$ cat src/hw/dedup_config.svh
// Read deduplication shim configuration
// Sizes of the address, data, heap index and tracker fields, together with
// the response FIFO depth and the almost-full margin

`ifndef DEDUP_CONFIG_SVH
`define DEDUP_CONFIG_SVH

// Line address and response data widths
`define DEDUP_ADDR_BITS 32
`define DEDUP_DATA_BITS 32

// Heap index width, so 64 reads may be active at once
`define DEDUP_HEAP_IDX_BITS 6

// Direct-mapped tracker with 2**RADIX entries
`define DEDUP_TRACKER_RADIX 4

// Chain length field, so at most 7 links behind a base read
`define DEDUP_CHAIN_LEN_BITS 3

// Response FIFO depth and the free slots kept for requests in flight
`define DEDUP_RSP_FIFO_DEPTH 32
`define DEDUP_ALMOST_FULL_MARGIN 6

`endif

$ cat src/hw/dedup_mem_pkg.sv
// Requester and memory side types of the read deduplication shim
// Read requests, read responses and the heap index that tags each
// active read

`include "dedup_config.svh"

package dedup_mem_pkg;

    // Unique tag of an active read
    typedef logic [`DEDUP_HEAP_IDX_BITS-1:0] heap_idx_t;

    // Line address and response payload
    typedef logic [`DEDUP_ADDR_BITS-1:0] line_addr_t;
    typedef logic [`DEDUP_DATA_BITS-1:0] rsp_data_t;

    // Read request as issued by the requester and forwarded to memory
    typedef struct packed
    {
        logic valid;
        line_addr_t addr;
        heap_idx_t heap_idx;
    } rd_req_t;

    // Read response, which always names the heap index it answers
    typedef struct packed
    {
        logic valid;
        heap_idx_t heap_idx;
        rsp_data_t data;
    } rd_rsp_t;

endpackage

$ cat src/hw/dedup_track_pkg.sv
// Tracker and chain types of the read deduplication shim
// Address split into tag and tracker index, tracker entry state and
// the chain length carried with every base read

`include "dedup_config.svh"

package dedup_track_pkg;

    // Number of links queued behind a base read
    typedef logic [`DEDUP_CHAIN_LEN_BITS-1:0] chain_len_t;

    // Direct-mapped tracker index and the tag left over above it
    typedef logic [`DEDUP_TRACKER_RADIX-1:0] tracker_idx_t;
    typedef logic [`DEDUP_ADDR_BITS-`DEDUP_TRACKER_RADIX-1:0] tracker_tag_t;

    // The same address word, seen whole or as tag plus index
    typedef union packed
    {
        dedup_mem_pkg::line_addr_t addr;
        struct packed
        {
            tracker_tag_t tag;
            tracker_idx_t idx;
        } split;
    } addr_split_u;

    // Per-entry state. The latest heap index is the tail of the chain
    typedef struct packed
    {
        tracker_tag_t tag;
        dedup_mem_pkg::heap_idx_t latest_heap_idx;
    } tracker_state_t;

endpackage

$ cat src/hw/dedup_chain_store.sv
// Chain store
// Chain length per base read and the next-pointer link per read, both
// indexed by heap index. The length RAM has a registered read with a
// write-through path, the link array is read combinationally

`timescale 1ns/10ps
`include "dedup_config.svh"

module dedup_chain_store
(
    input  logic clk,
    input  logic len_wr_en,
    input  dedup_mem_pkg::heap_idx_t len_wr_idx,
    input  dedup_track_pkg::chain_len_t len_wr_data,
    input  dedup_mem_pkg::heap_idx_t len_rd_idx,
    output dedup_track_pkg::chain_len_t len_rd_data,
    input  logic link_wr_en,
    input  dedup_mem_pkg::heap_idx_t link_wr_idx,
    input  dedup_mem_pkg::heap_idx_t link_wr_next,
    input  dedup_mem_pkg::heap_idx_t link_rd_idx,
    output dedup_mem_pkg::heap_idx_t link_rd_next
);
    import dedup_mem_pkg::*;
    import dedup_track_pkg::*;

    localparam int N_READS = 1 << `DEDUP_HEAP_IDX_BITS;

    chain_len_t len_ram [N_READS];
    heap_idx_t next_ram [N_READS];

    always_ff @(posedge clk)
    begin
        if (len_wr_en)
        begin
            len_ram[len_wr_idx] <= len_wr_data;
        end

        // A link added in the same cycle as the read must still count
        len_rd_data <= (len_wr_en && len_wr_idx == len_rd_idx) ? len_wr_data
                                                               : len_ram[len_rd_idx];
    end

    always_ff @(posedge clk)
    begin
        if (link_wr_en)
        begin
            next_ram[link_wr_idx] <= link_wr_next;
        end
    end

    assign link_rd_next = next_ram[link_rd_idx];

endmodule

$ cat src/hw/dedup_chain_walker.sv
// Chain walker
// Emits each base response from the FIFO, then one response per chained
// read on the following cycles by following the next pointers. Also counts
// chained responses still owed and raises almost_full before the response
// FIFO can run out of room

`timescale 1ns/10ps
`include "dedup_config.svh"

module dedup_chain_walker
(
    input  logic clk,
    input  logic reset,
    input  dedup_mem_pkg::rd_rsp_t first_rsp,
    input  dedup_track_pkg::chain_len_t first_len,
    input  logic not_empty,
    output logic deq,
    output dedup_mem_pkg::heap_idx_t link_rd_idx,
    input  dedup_mem_pkg::heap_idx_t link_rd_next,
    input  logic link_match,
    output dedup_mem_pkg::rd_rsp_t rsp_out,
    output logic almost_full
);
    import dedup_track_pkg::*;

    localparam int CNT_BITS = $clog2(`DEDUP_RSP_FIFO_DEPTH) + 1;
    localparam logic [CNT_BITS-1:0] AF_LEVEL =
        `DEDUP_RSP_FIFO_DEPTH - `DEDUP_ALMOST_FULL_MARGIN;

    chain_len_t links_rem;
    logic walking;
    logic [CNT_BITS-1:0] chained_cnt;

    // ==============================
    // Response generation
    // ==============================

    assign walking = (links_rem != '0);

    // The FIFO keeps its head entry while a chain is in progress
    assign deq = not_empty && !walking;

    // Next pointer of the response currently on the output
    assign link_rd_idx = rsp_out.heap_idx;

    always_ff @(posedge clk)
    begin
        if (walking)
        begin
            // Same data, next read in the chain
            rsp_out.heap_idx <= link_rd_next;
            links_rem <= links_rem - chain_len_t'(1);
        end
        else
        begin
            rsp_out <= first_rsp;
            rsp_out.valid <= deq;
            links_rem <= deq ? first_len : '0;
        end

        if (reset)
        begin
            rsp_out.valid <= 1'b0;
            links_rem <= '0;
        end
    end

    // ==============================
    // Chained response accounting
    // ==============================

    always_ff @(posedge clk)
    begin
        if (link_match && !walking)
        begin
            chained_cnt <= chained_cnt + 1'b1;
        end
        else if (walking && !link_match)
        begin
            chained_cnt <= chained_cnt - 1'b1;
        end

        almost_full <= (chained_cnt >= AF_LEVEL);

        if (reset)
        begin
            chained_cnt <= '0;
            almost_full <= 1'b0;
        end
    end

endmodule

$ cat src/hw/dedup_read_tracker.sv
// Read tracker
// Direct-mapped table of active reads. Flags a new read as a duplicate of
// an active read to the same line and reports the head and tail of the
// chain it joins, together with the new chain length. Results are valid
// one cycle after the request

`timescale 1ns/10ps
`include "dedup_config.svh"

module dedup_read_tracker
(
    input  logic clk,
    input  logic reset,
    input  dedup_mem_pkg::rd_req_t req_in,
    input  dedup_mem_pkg::rd_rsp_t mem_rsp,
    output logic match,
    output dedup_mem_pkg::heap_idx_t head_idx,
    output dedup_mem_pkg::heap_idx_t tail_idx,
    output dedup_track_pkg::chain_len_t chain_len
);
    import dedup_mem_pkg::*;
    import dedup_track_pkg::*;

    localparam int N_ENTRIES = 1 << `DEDUP_TRACKER_RADIX;

    // Entry storage. Only the valid bits are control state
    logic [N_ENTRIES-1:0] entry_valid;
    heap_idx_t base_idx [N_ENTRIES];
    chain_len_t entry_len [N_ENTRIES];
    tracker_state_t entry_state [N_ENTRIES];

    // Stage 0 is the request as it arrives, stage 1 is one cycle later
    addr_split_u rd_addr;
    addr_split_u wr_addr;
    tracker_state_t rd_state;
    tracker_state_t wr_state;
    logic wr_en;
    logic wr_hit;

    rd_req_t req_q;
    logic valid_q;
    logic tag_hit_q;
    logic full_q;
    tracker_state_t state_q;

    always_comb
    begin
        rd_addr.addr = req_in.addr;
        wr_addr.addr = req_q.addr;

        // Every read updates its entry in stage 1, matched or not
        wr_en = req_q.valid;
        wr_state.tag = wr_addr.split.tag;
        wr_state.latest_heap_idx = req_q.heap_idx;

        // Bypass so that back-to-back reads to one entry see each other
        wr_hit = wr_en && (wr_addr.split.idx == rd_addr.split.idx);
        rd_state = wr_hit ? wr_state : entry_state[rd_addr.split.idx];
    end

    // ==============================
    // Stage 0 valid bits
    // ==============================

    always_ff @(posedge clk)
    begin
        for (int t = 0; t < N_ENTRIES; t++)
        begin
            if (req_in.valid && rd_addr.split.idx == tracker_idx_t'(t))
            begin
                entry_valid[t] <= 1'b1;
            end

            // The base response ends the life of the entry
            if (mem_rsp.valid && base_idx[t] == mem_rsp.heap_idx)
            begin
                entry_valid[t] <= 1'b0;
            end
        end

        if (reset)
        begin
            entry_valid <= '0;
        end
    end

    // Read entry state in stage 0 and register it for the stage 1 compare
    always_ff @(posedge clk)
    begin
        req_q <= req_in;
        valid_q <= req_in.valid && entry_valid[rd_addr.split.idx];
        state_q <= rd_state;
        tag_hit_q <= (rd_state.tag == rd_addr.split.tag);

        // Stage 1 may still add one link that is not in the table yet,
        // so the low bit of the length is left out of the full test
        full_q <= &entry_len[rd_addr.split.idx][`DEDUP_CHAIN_LEN_BITS-1:1];
        if (wr_hit && !match)
        begin
            // A new chain is being started in stage 1
            full_q <= 1'b0;
        end

        if (reset)
        begin
            req_q.valid <= 1'b0;
            valid_q <= 1'b0;
        end
    end

    // ==============================
    // Stage 1 match and update
    // ==============================

    assign match = valid_q && tag_hit_q && !full_q;
    assign head_idx = base_idx[wr_addr.split.idx];
    assign tail_idx = state_q.latest_heap_idx;
    assign chain_len = entry_len[wr_addr.split.idx] + chain_len_t'(1);

    always_ff @(posedge clk)
    begin
        if (wr_en)
        begin
            entry_state[wr_addr.split.idx] <= wr_state;
            if (match)
            begin
                entry_len[wr_addr.split.idx] <= chain_len;
            end
            else
            begin
                // Unique read becomes the base of a fresh chain
                base_idx[wr_addr.split.idx] <= req_q.heap_idx;
                entry_len[wr_addr.split.idx] <= '0;
            end
        end
    end

endmodule

$ cat src/hw/dedup_reads_top.sv
// Read deduplication shim, top level
// Reads to a line that is already in flight are held back and chained
// behind the base read, and the base response is replayed once per
// chained read with that read's own heap index

`timescale 1ns/10ps

module dedup_reads_top
(
    input  logic clk,
    input  logic reset,
    input  dedup_mem_pkg::rd_req_t req_in,
    output dedup_mem_pkg::rd_req_t mem_req,
    input  dedup_mem_pkg::rd_rsp_t mem_rsp,
    output dedup_mem_pkg::rd_rsp_t rsp_out,
    output logic almost_full
);
    import dedup_mem_pkg::*;
    import dedup_track_pkg::*;

    // Tracker results, one cycle after the request
    logic match;
    heap_idx_t head_idx;
    heap_idx_t tail_idx;
    chain_len_t chain_len;

    // Chain store traffic
    logic len_wr_en;
    heap_idx_t len_wr_idx;
    chain_len_t len_wr_data;
    heap_idx_t len_rd_idx;
    chain_len_t len_rd_data;
    logic link_wr_en;
    heap_idx_t link_wr_idx;
    heap_idx_t link_wr_next;
    heap_idx_t link_rd_idx;
    heap_idx_t link_rd_next;
    logic link_match;

    // FIFO to walker
    rd_rsp_t first_rsp;
    chain_len_t first_len;
    logic not_empty;
    logic deq;

    dedup_read_tracker u_tracker
    (
        .clk, .reset, .req_in, .mem_rsp,
        .match, .head_idx, .tail_idx, .chain_len
    );

    dedup_request_path u_request_path
    (
        .clk, .reset, .req_in, .match, .head_idx, .tail_idx, .chain_len,
        .mem_req, .len_wr_en, .len_wr_idx, .len_wr_data,
        .link_wr_en, .link_wr_idx, .link_wr_next, .link_match
    );

    dedup_chain_store u_chain_store
    (
        .clk, .len_wr_en, .len_wr_idx, .len_wr_data, .len_rd_idx, .len_rd_data,
        .link_wr_en, .link_wr_idx, .link_wr_next, .link_rd_idx, .link_rd_next
    );

    dedup_rsp_fifo u_rsp_fifo
    (
        .clk, .reset, .mem_rsp, .len_rd_idx, .len_rd_data,
        .first_rsp, .first_len, .not_empty, .deq
    );

    dedup_chain_walker u_chain_walker
    (
        .clk, .reset, .first_rsp, .first_len, .not_empty, .deq,
        .link_rd_idx, .link_rd_next, .link_match, .rsp_out, .almost_full
    );

endmodule

$ cat src/hw/dedup_request_path.sv
// Request path
// Registers incoming reads, forwards only the unique ones to memory and
// issues the chain length and next-pointer writes for every read

`timescale 1ns/10ps

module dedup_request_path
(
    input  logic clk,
    input  logic reset,
    input  dedup_mem_pkg::rd_req_t req_in,
    input  logic match,
    input  dedup_mem_pkg::heap_idx_t head_idx,
    input  dedup_mem_pkg::heap_idx_t tail_idx,
    input  dedup_track_pkg::chain_len_t chain_len,
    output dedup_mem_pkg::rd_req_t mem_req,
    output logic len_wr_en,
    output dedup_mem_pkg::heap_idx_t len_wr_idx,
    output dedup_track_pkg::chain_len_t len_wr_data,
    output logic link_wr_en,
    output dedup_mem_pkg::heap_idx_t link_wr_idx,
    output dedup_mem_pkg::heap_idx_t link_wr_next,
    output logic link_match
);
    import dedup_mem_pkg::*;

    rd_req_t req_q;
    logic match_qq;
    heap_idx_t tail_qq;
    heap_idx_t new_idx_qq;

    always_ff @(posedge clk)
    begin
        req_q <= req_in;

        // Duplicates are dropped here and never reach memory
        mem_req <= req_q;
        mem_req.valid <= req_q.valid && !match;

        // The link write is held back to stage qq
        match_qq <= match;
        tail_qq <= tail_idx;
        new_idx_qq <= req_q.heap_idx;

        if (reset)
        begin
            req_q.valid <= 1'b0;
            mem_req.valid <= 1'b0;
            match_qq <= 1'b0;
        end
    end

    // A unique read opens a chain of length zero at its own index, a
    // duplicate bumps the length stored at the head
    assign len_wr_en = req_q.valid;
    assign len_wr_idx = match ? head_idx : req_q.heap_idx;
    assign len_wr_data = match ? chain_len : '0;

    // Append the duplicate behind the current tail
    assign link_wr_en = match_qq;
    assign link_wr_idx = tail_qq;
    assign link_wr_next = new_idx_qq;
    assign link_match = match_qq;

endmodule

$ cat src/hw/dedup_rsp_fifo.sv
// Response FIFO
// Delays memory responses by two stages so that the last links of a
// chain are written before the base response is queued, then stores each
// response with its chain length. First word fall-through

`timescale 1ns/10ps
`include "dedup_config.svh"

module dedup_rsp_fifo
(
    input  logic clk,
    input  logic reset,
    input  dedup_mem_pkg::rd_rsp_t mem_rsp,
    output dedup_mem_pkg::heap_idx_t len_rd_idx,
    input  dedup_track_pkg::chain_len_t len_rd_data,
    output dedup_mem_pkg::rd_rsp_t first_rsp,
    output dedup_track_pkg::chain_len_t first_len,
    output logic not_empty,
    input  logic deq
);
    import dedup_mem_pkg::*;
    import dedup_track_pkg::*;

    localparam int PTR_BITS = $clog2(`DEDUP_RSP_FIFO_DEPTH);

    typedef struct packed
    {
        rd_rsp_t rsp;
        chain_len_t len;
    } fifo_entry_t;

    rd_rsp_t rsp_d1;
    rd_rsp_t rsp_d2;
    fifo_entry_t buffer [`DEDUP_RSP_FIFO_DEPTH];

    // Extra top bit tells a wrapped write pointer from an empty buffer
    logic [PTR_BITS:0] wr_ptr;
    logic [PTR_BITS:0] rd_ptr;

    always_ff @(posedge clk)
    begin
        rsp_d1 <= mem_rsp;
        rsp_d2 <= rsp_d1;

        if (reset)
        begin
            rsp_d1.valid <= 1'b0;
            rsp_d2.valid <= 1'b0;
        end
    end

    // Length RAM answers one cycle later, in line with rsp_d2
    assign len_rd_idx = rsp_d1.heap_idx;

    always_ff @(posedge clk)
    begin
        if (rsp_d2.valid)
        begin
            buffer[wr_ptr[PTR_BITS-1:0]] <= '{rsp: rsp_d2, len: len_rd_data};
        end
    end

    always_ff @(posedge clk)
    begin
        if (rsp_d2.valid)
        begin
            wr_ptr <= wr_ptr + 1'b1;
        end
        if (deq)
        begin
            rd_ptr <= rd_ptr + 1'b1;
        end

        if (reset)
        begin
            wr_ptr <= '0;
            rd_ptr <= '0;
        end
    end

    assign not_empty = (wr_ptr != rd_ptr);
    assign first_rsp = buffer[rd_ptr[PTR_BITS-1:0]].rsp;
    assign first_len = buffer[rd_ptr[PTR_BITS-1:0]].len;

endmodule

$ cat config.mk
export PLATFORM = sky130hd
export DESIGN_NAME = dedup_reads_top
export DESIGN_NICKNAME = d
export VERILOG_FILES = /design/src/hw/dedup_mem_pkg.sv /design/src/hw/dedup_track_pkg.sv /design/src/hw/dedup_chain_store.sv /design/src/hw/dedup_chain_walker.sv /design/src/hw/dedup_read_tracker.sv /design/src/hw/dedup_reads_top.sv /design/src/hw/dedup_request_path.sv /design/src/hw/dedup_rsp_fifo.sv
export VERILOG_INCLUDE_DIRS = /design/src /design/src/hw
export SDC_FILE = /design/constraint.sdc
export NUM_CORES = 2
export LEC_CHECK = 0
export BUFFER_PORTS_ARGS = -buffer_cell sky130_fd_sc_hd__buf_2
export CORE_AREA = 3 3 446 448
export CTS_CLUSTER_SIZE = 25
export DETAILED_ROUTE_END_ITERATION = 10
export DIE_AREA = 0 0 449 451
export PLACE_DENSITY = 0.83
export SYNTH_ARGS = -nofsm -noshare
export SYNTH_HDL_FRONTEND = slang
export SYNTH_SLANG_ARGS = --single-unit
$ cat constraint.sdc
create_clock -name clk -period 5.14 [get_ports clk]
set_input_delay 0.257 -clock clk [delete_from_list [all_inputs] [get_ports clk]]
set_output_delay 0.257 -clock clk [all_outputs]
set_load 0.005 [all_outputs]
==> impl_metrics.prom <==
# TYPE chip_impl_metric gauge
chip_impl_metric{name="synth_top_area_frac",unit=""} 0.730
chip_impl_metric{name="path_max_fanout",unit=""} 28
chip_impl_metric{name="peakVddDrop",unit="mV"} 0.541
chip_impl_info{name="worstSetupPathType",value="flop to flop"} 1
chip_impl_metric{name="number_of_antenna_violations_at_the_first_check_in_global_routing",unit=""} 5
chip_impl_metric{name="fin_nets",unit=""} 5306
chip_impl_metric{name="hpwl_reported_at_the_end_of_detailed_placement",unit="um"} 138000
chip_impl_metric{name="detail_route.wl_per_cell",unit="um"} 34.3
chip_impl_metric{name="timing_worst_slew_pin_value",unit="ns"} 1.42
chip_impl_info{name="cell_type_group_with_the_largest_total_delay_on_the_critical_path",value="simple AND/OR/NAND/NOR gates"} 1
chip_impl_metric{name="syn-mean-instance-area",unit="um^2"} 22.5
chip_impl_info{name="path_common_cell",value="sky130_fd_sc_hd__nand2_1"} 1
chip_impl_metric{name="tritoncts_buffers",unit=""} 290
chip_impl_metric{name="synth.ff_latch_count",unit=""} 2830
chip_impl_info{name="rsz0062_at_grt",value="false"} 1
chip_impl_metric{name="static-leakage-power",unit="uW"} 0.0377
chip_impl_info{name="final_common_cell",value="sky130_fd_sc_hd__edfxtp_1"} 1
chip_impl_metric{name="number_of_clock_sinks",unit=""} 2830
chip_impl_metric{name="floorplan.rows",unit=""} 162
chip_impl_metric{name="detailroute.via_count",unit=""} 54200
chip_impl_info{name="tritoncts",value="yes"} 1
chip_impl_info{name="ys_dominant_reg_cell",value="sky130_fd_sc_hd__edfxtp_1"} 1
chip_impl_info{name="yosys-top-cells-area",value="sky130_fd_sc_hd__edfxtp_1 73%, sky130_fd_sc_hd__mux4_2 16%, sky130_fd_sc_hd__dfxtp_1 4.1%"} 1
chip_impl_metric{name="first_global_vias",unit=""} 55700
chip_impl_metric{name="post_dr_vias_cell",unit=""} 6.74
chip_impl_metric{name="min_period",unit="ns"} 3.91
chip_impl_metric{name="critical-path-max-stage-delay",unit="ns"} 0.77
chip_impl_info{name="setup.worst_path.start_class",value="flop"} 1
chip_impl_metric{name="clockBufferDepth",unit=""} 4
chip_impl_metric{name="drt_first_pass_iters",unit=""} 7
chip_impl_metric{name="routabilityCongestion",unit=""} 0.833
chip_impl_metric{name="worst-endpoint-arrival",unit="ns"} 4.43
chip_impl_metric{name="worst_slew_margin_rel",unit=""} 0.0532
chip_impl_metric{name="timing_max_transition_violations_final",unit=""} 0
chip_impl_metric{name="worst-r2r-cell-count",unit=""} 8
chip_impl_metric{name="power_density",unit="nW/um^2"} 439
chip_impl_metric{name="clock.fmax",unit="MHz"} 256
chip_impl_metric{name="report.final.setup_viol",unit=""} 0
chip_impl_metric{name="yosys_warnings",unit=""} 0
chip_impl_metric{name="synth-async-reset-ratio",unit=""} 0
chip_impl_metric{name="final_wl",unit="um"} 276000
chip_impl_metric{name="maximum_number_of_pins_on_one_net_before_global_route_repair",unit=""} 102
chip_impl_metric{name="drive_gt1_frac",unit=""} 0.296
chip_impl_metric{name="clock_pin_slew_reported_for_the_worst_setup_and_hold_paths_after_clock_tree_synthesis",unit="ns"} 0.06
chip_impl_metric{name="grt_usage",unit=""} 0.274
chip_impl_metric{name="place.port_buffers",unit=""} 158
chip_impl_metric{name="finalCritPeriodShare",unit=""} 0.760
chip_impl_info{name="cp_cell_sequence",value="buf_4, mux4_2, mux4_2, nand2_1, nand2_1, nor2_1, nand2_1, nor2_1"} 1
chip_impl_metric{name="post_cts.resized_instances",unit=""} 0
chip_impl_info{name="outcome",value="finished, final reports clean"} 1
chip_impl_metric{name="drc_errors",unit=""} 0
chip_impl_metric{name="largest_clock_skew_in_the_final_design",unit="ns"} 0.112
chip_impl_metric{name="critPathBufInv",unit=""} 1
chip_impl_metric{name="edff_count_synth",unit=""} 2608
chip_impl_metric{name="initial_utilization",unit=""} 0.550
chip_impl_metric{name="number_of_hold_slack_violations_in_the_final_timing_report",unit=""} 0
chip_impl_metric{name="filler_cell_count",unit=""} 12100
chip_impl_info{name="clockRootBuffer",value="sky130_fd_sc_hd__clkbuf_16"} 1
chip_impl_metric{name="core_region_area",unit="um^2"} 195000
chip_impl_metric{name="floorplan.die.width",unit="um"} 449
chip_impl_metric{name="critical_path_cell_count",unit=""} 8
chip_impl_metric{name="cp_data_required_time",unit="ns"} 5.66
chip_impl_metric{name="die_h",unit="um"} 451
chip_impl_metric{name="final.hold.worst_slack",unit="ns"} 0.0543
chip_impl_metric{name="remaining_antenna_violation_count",unit=""} 0
chip_impl_metric{name="first_pass_grt_wire_length",unit="um"} 402000
chip_impl_info{name="crit_path_top_delay_cell",value="sky130_fd_sc_hd__dfxtp_2"} 1
chip_impl_metric{name="drt_iter0_markers",unit=""} 8617
chip_impl_metric{name="timing.max_cap.violations",unit=""} 0
chip_impl_info{name="hold_path.class",value="input port to flop"} 1
chip_impl_metric{name="ys_seq_area_frac",unit=""} 0.772
chip_impl_metric{name="worst_skew_pair.late_latency",unit="ns"} 0.96
chip_impl_metric{name="post_synthesis_cell_count",unit=""} 4757
chip_impl_metric{name="placed_cells_incl_taps",unit=""} 7429
chip_impl_metric{name="setup-tns-final",unit="ns"} 0
chip_impl_metric{name="mappedNetlistNets",unit=""} 4851
chip_impl_info{name="critical_path.endpoint_type",value="flop"} 1
chip_impl_metric{name="pin_count",unit=""} 159
chip_impl_metric{name="remaining_global_route_overflow",unit=""} 0
chip_impl_metric{name="hold-path-cell-count",unit=""} 2
chip_impl_info{name="final_cell_mix",value="2,608 x sky130_fd_sc_hd__edfxtp_1, 782 x sky130_fd_sc_hd__mux4_2, 296 x sky130_fd_sc_hd__clkbuf_16"} 1
chip_impl_info{name="post-synth-top-area-cell",value="sky130_fd_sc_hd__edfxtp_1"} 1
chip_impl_metric{name="finish.cell_count_without_fillers",unit=""} 8047
chip_impl_metric{name="synthToLayoutAreaGrowth",unit="%"} 13.9
chip_impl_metric{name="mapped_cell_area",unit="um^2"} 107000
chip_impl_metric{name="yosysUniqueCellTypes",unit=""} 59
chip_impl_metric{name="die-area",unit="um^2"} 202000
chip_impl_metric{name="htree_levels",unit=""} 5
chip_impl_metric{name="fin_util",unit=""} 0.626
==> worst reg2reg max path, delay by kind of cell (launching register included) <==
kind / cells / cell delay (ns)
AND/OR/NAND/NOR: 5 / 1.10
flip-flops: 1 / 0.77
buffers and inverters: 1 / 0.56
multiplexers: 2 / 1.10
==> power breakdown <==
part,internal (uW),switching (uW)
sequential,25600,808
clock,12000,8700
combinational,3520,3020
==> final timing paths <==
check | startpoint | to | slack [ns]
worst min register to register | u_rsp_fifo.len_rd_idx[0]$_DFF_P_ | u_rsp_fifo.rsp_d2[32]$_DFF_P_ | 0.32
worst max register to register | u_request_path.req_q[6]$_DFF_P_ | u_chain_store.len_ram[43][1]$_DFFE_PP_ | 1.23
worst min-delay path | req_in[4] | u_request_path.req_q[4]$_DFF_P_ | 0.05
worst max-delay path | u_request_path.req_q[6]$_DFF_P_ | u_chain_store.len_ram[43][1]$_DFFE_PP_ | 1.23
==> cell usage after synthesis (16+ instances only) <==
cell,n
sky130_fd_sc_hd__nand4_1,25
sky130_fd_sc_hd__mux4_2,782
sky130_fd_sc_hd__nand2_1,80
sky130_fd_sc_hd__dfxtp_1,222
sky130_fd_sc_hd__nor3_1,39
sky130_fd_sc_hd__xor2_1,90
sky130_fd_sc_hd__mux2i_1,46
sky130_fd_sc_hd__inv_1,19
sky130_fd_sc_hd__buf_2,41
sky130_fd_sc_hd__xnor2_1,76
sky130_fd_sc_hd__nor4_1,22
sky130_fd_sc_hd__mux2_2,38
sky130_fd_sc_hd__buf_1,50
sky130_fd_sc_hd__clkbuf_1,134
sky130_fd_sc_hd__edfxtp_1,2608
sky130_fd_sc_hd__a21oi_1,41
sky130_fd_sc_hd__nor2_1,249
sky130_fd_sc_hd__nand3_1,16
==> flip-flops by register name, summed over array words and instances (netlist names), 16 cells and up, named ones only <==
signal,cells
u_rsp_fifo.rsp_d2,39
u_chain_walker.rsp_out,33
u_tracker.entry_valid,16
u_tracker.entry_len,48
u_request_path.mem_req,39
u_request_path.req_q,38
u_tracker.base_idx,96
u_tracker.entry_state,544
u_chain_store.next_ram,384
u_rsp_fifo.rsp_d1,33
u_chain_store.len_ram,192
u_rsp_fifo.buffer,1312
==> metrics by stage <==
| stage | area, um^2 | power, uW | setup WS, ns |
|---|---|---|---|
| after detailed placement | 112000 | 33200 | 1.29 |
| after global placement | 112000 | 33000 | 1.39 |
| after global routing | 122000 | 55000 | 0.949 |
| after floorplan | 107000 | 31200 | 0.673 |
| after CTS | 122000 | 53800 | 1.23 |
| final | 122000 | 53600 | 1.23 |
==> cell type report <==
class                      instances  area (um^2)  area share
antenna                            3         7.51   0.0000615
clock buffer                     374         7830      0.0641
clock inverter                   126         1290      0.0105
inverter                          20         75.1    0.000615
multi-input combinational       1664        23700       0.194
sequential                      2830        82800       0.678
tap                             2624         3280      0.0269
timing repair buffer             406         3130      0.0256
==> layer usage <==
| layer | track usage | vias up | routed length (um) |
|---|---|---|---|
| li1 | - | 20700 | - |
| met1 | 0.361 | 28200 | 94000 |
| met2 | 0.457 | 4522 | 141000 |
| met3 | 0.0502 | 788 | 28900 |
| met4 | 0.110 | 0 | 12200 |
| met5 | 0 | - | 0 |
==> kinds of logic after synthesis <==
kind of cell | count (synthesis) | synth area share
buf+inv | 263 | 0.0109
mux | 870 | 0.174
simple gates | 494 | 0.0208
fa+ha+maj | 14 | 0.00170
xor+xnor | 166 | 0.0136
flops | 2830 | 0.772
compound gates | 120 | 0.00766
==> repair_timing <==
item,in CTS,in global routing
setup buffers,0,0
endpoints found under the hold margin,111,0
hold buffers,114,0
Note: power is estimated with default switching activity, not from simulation.
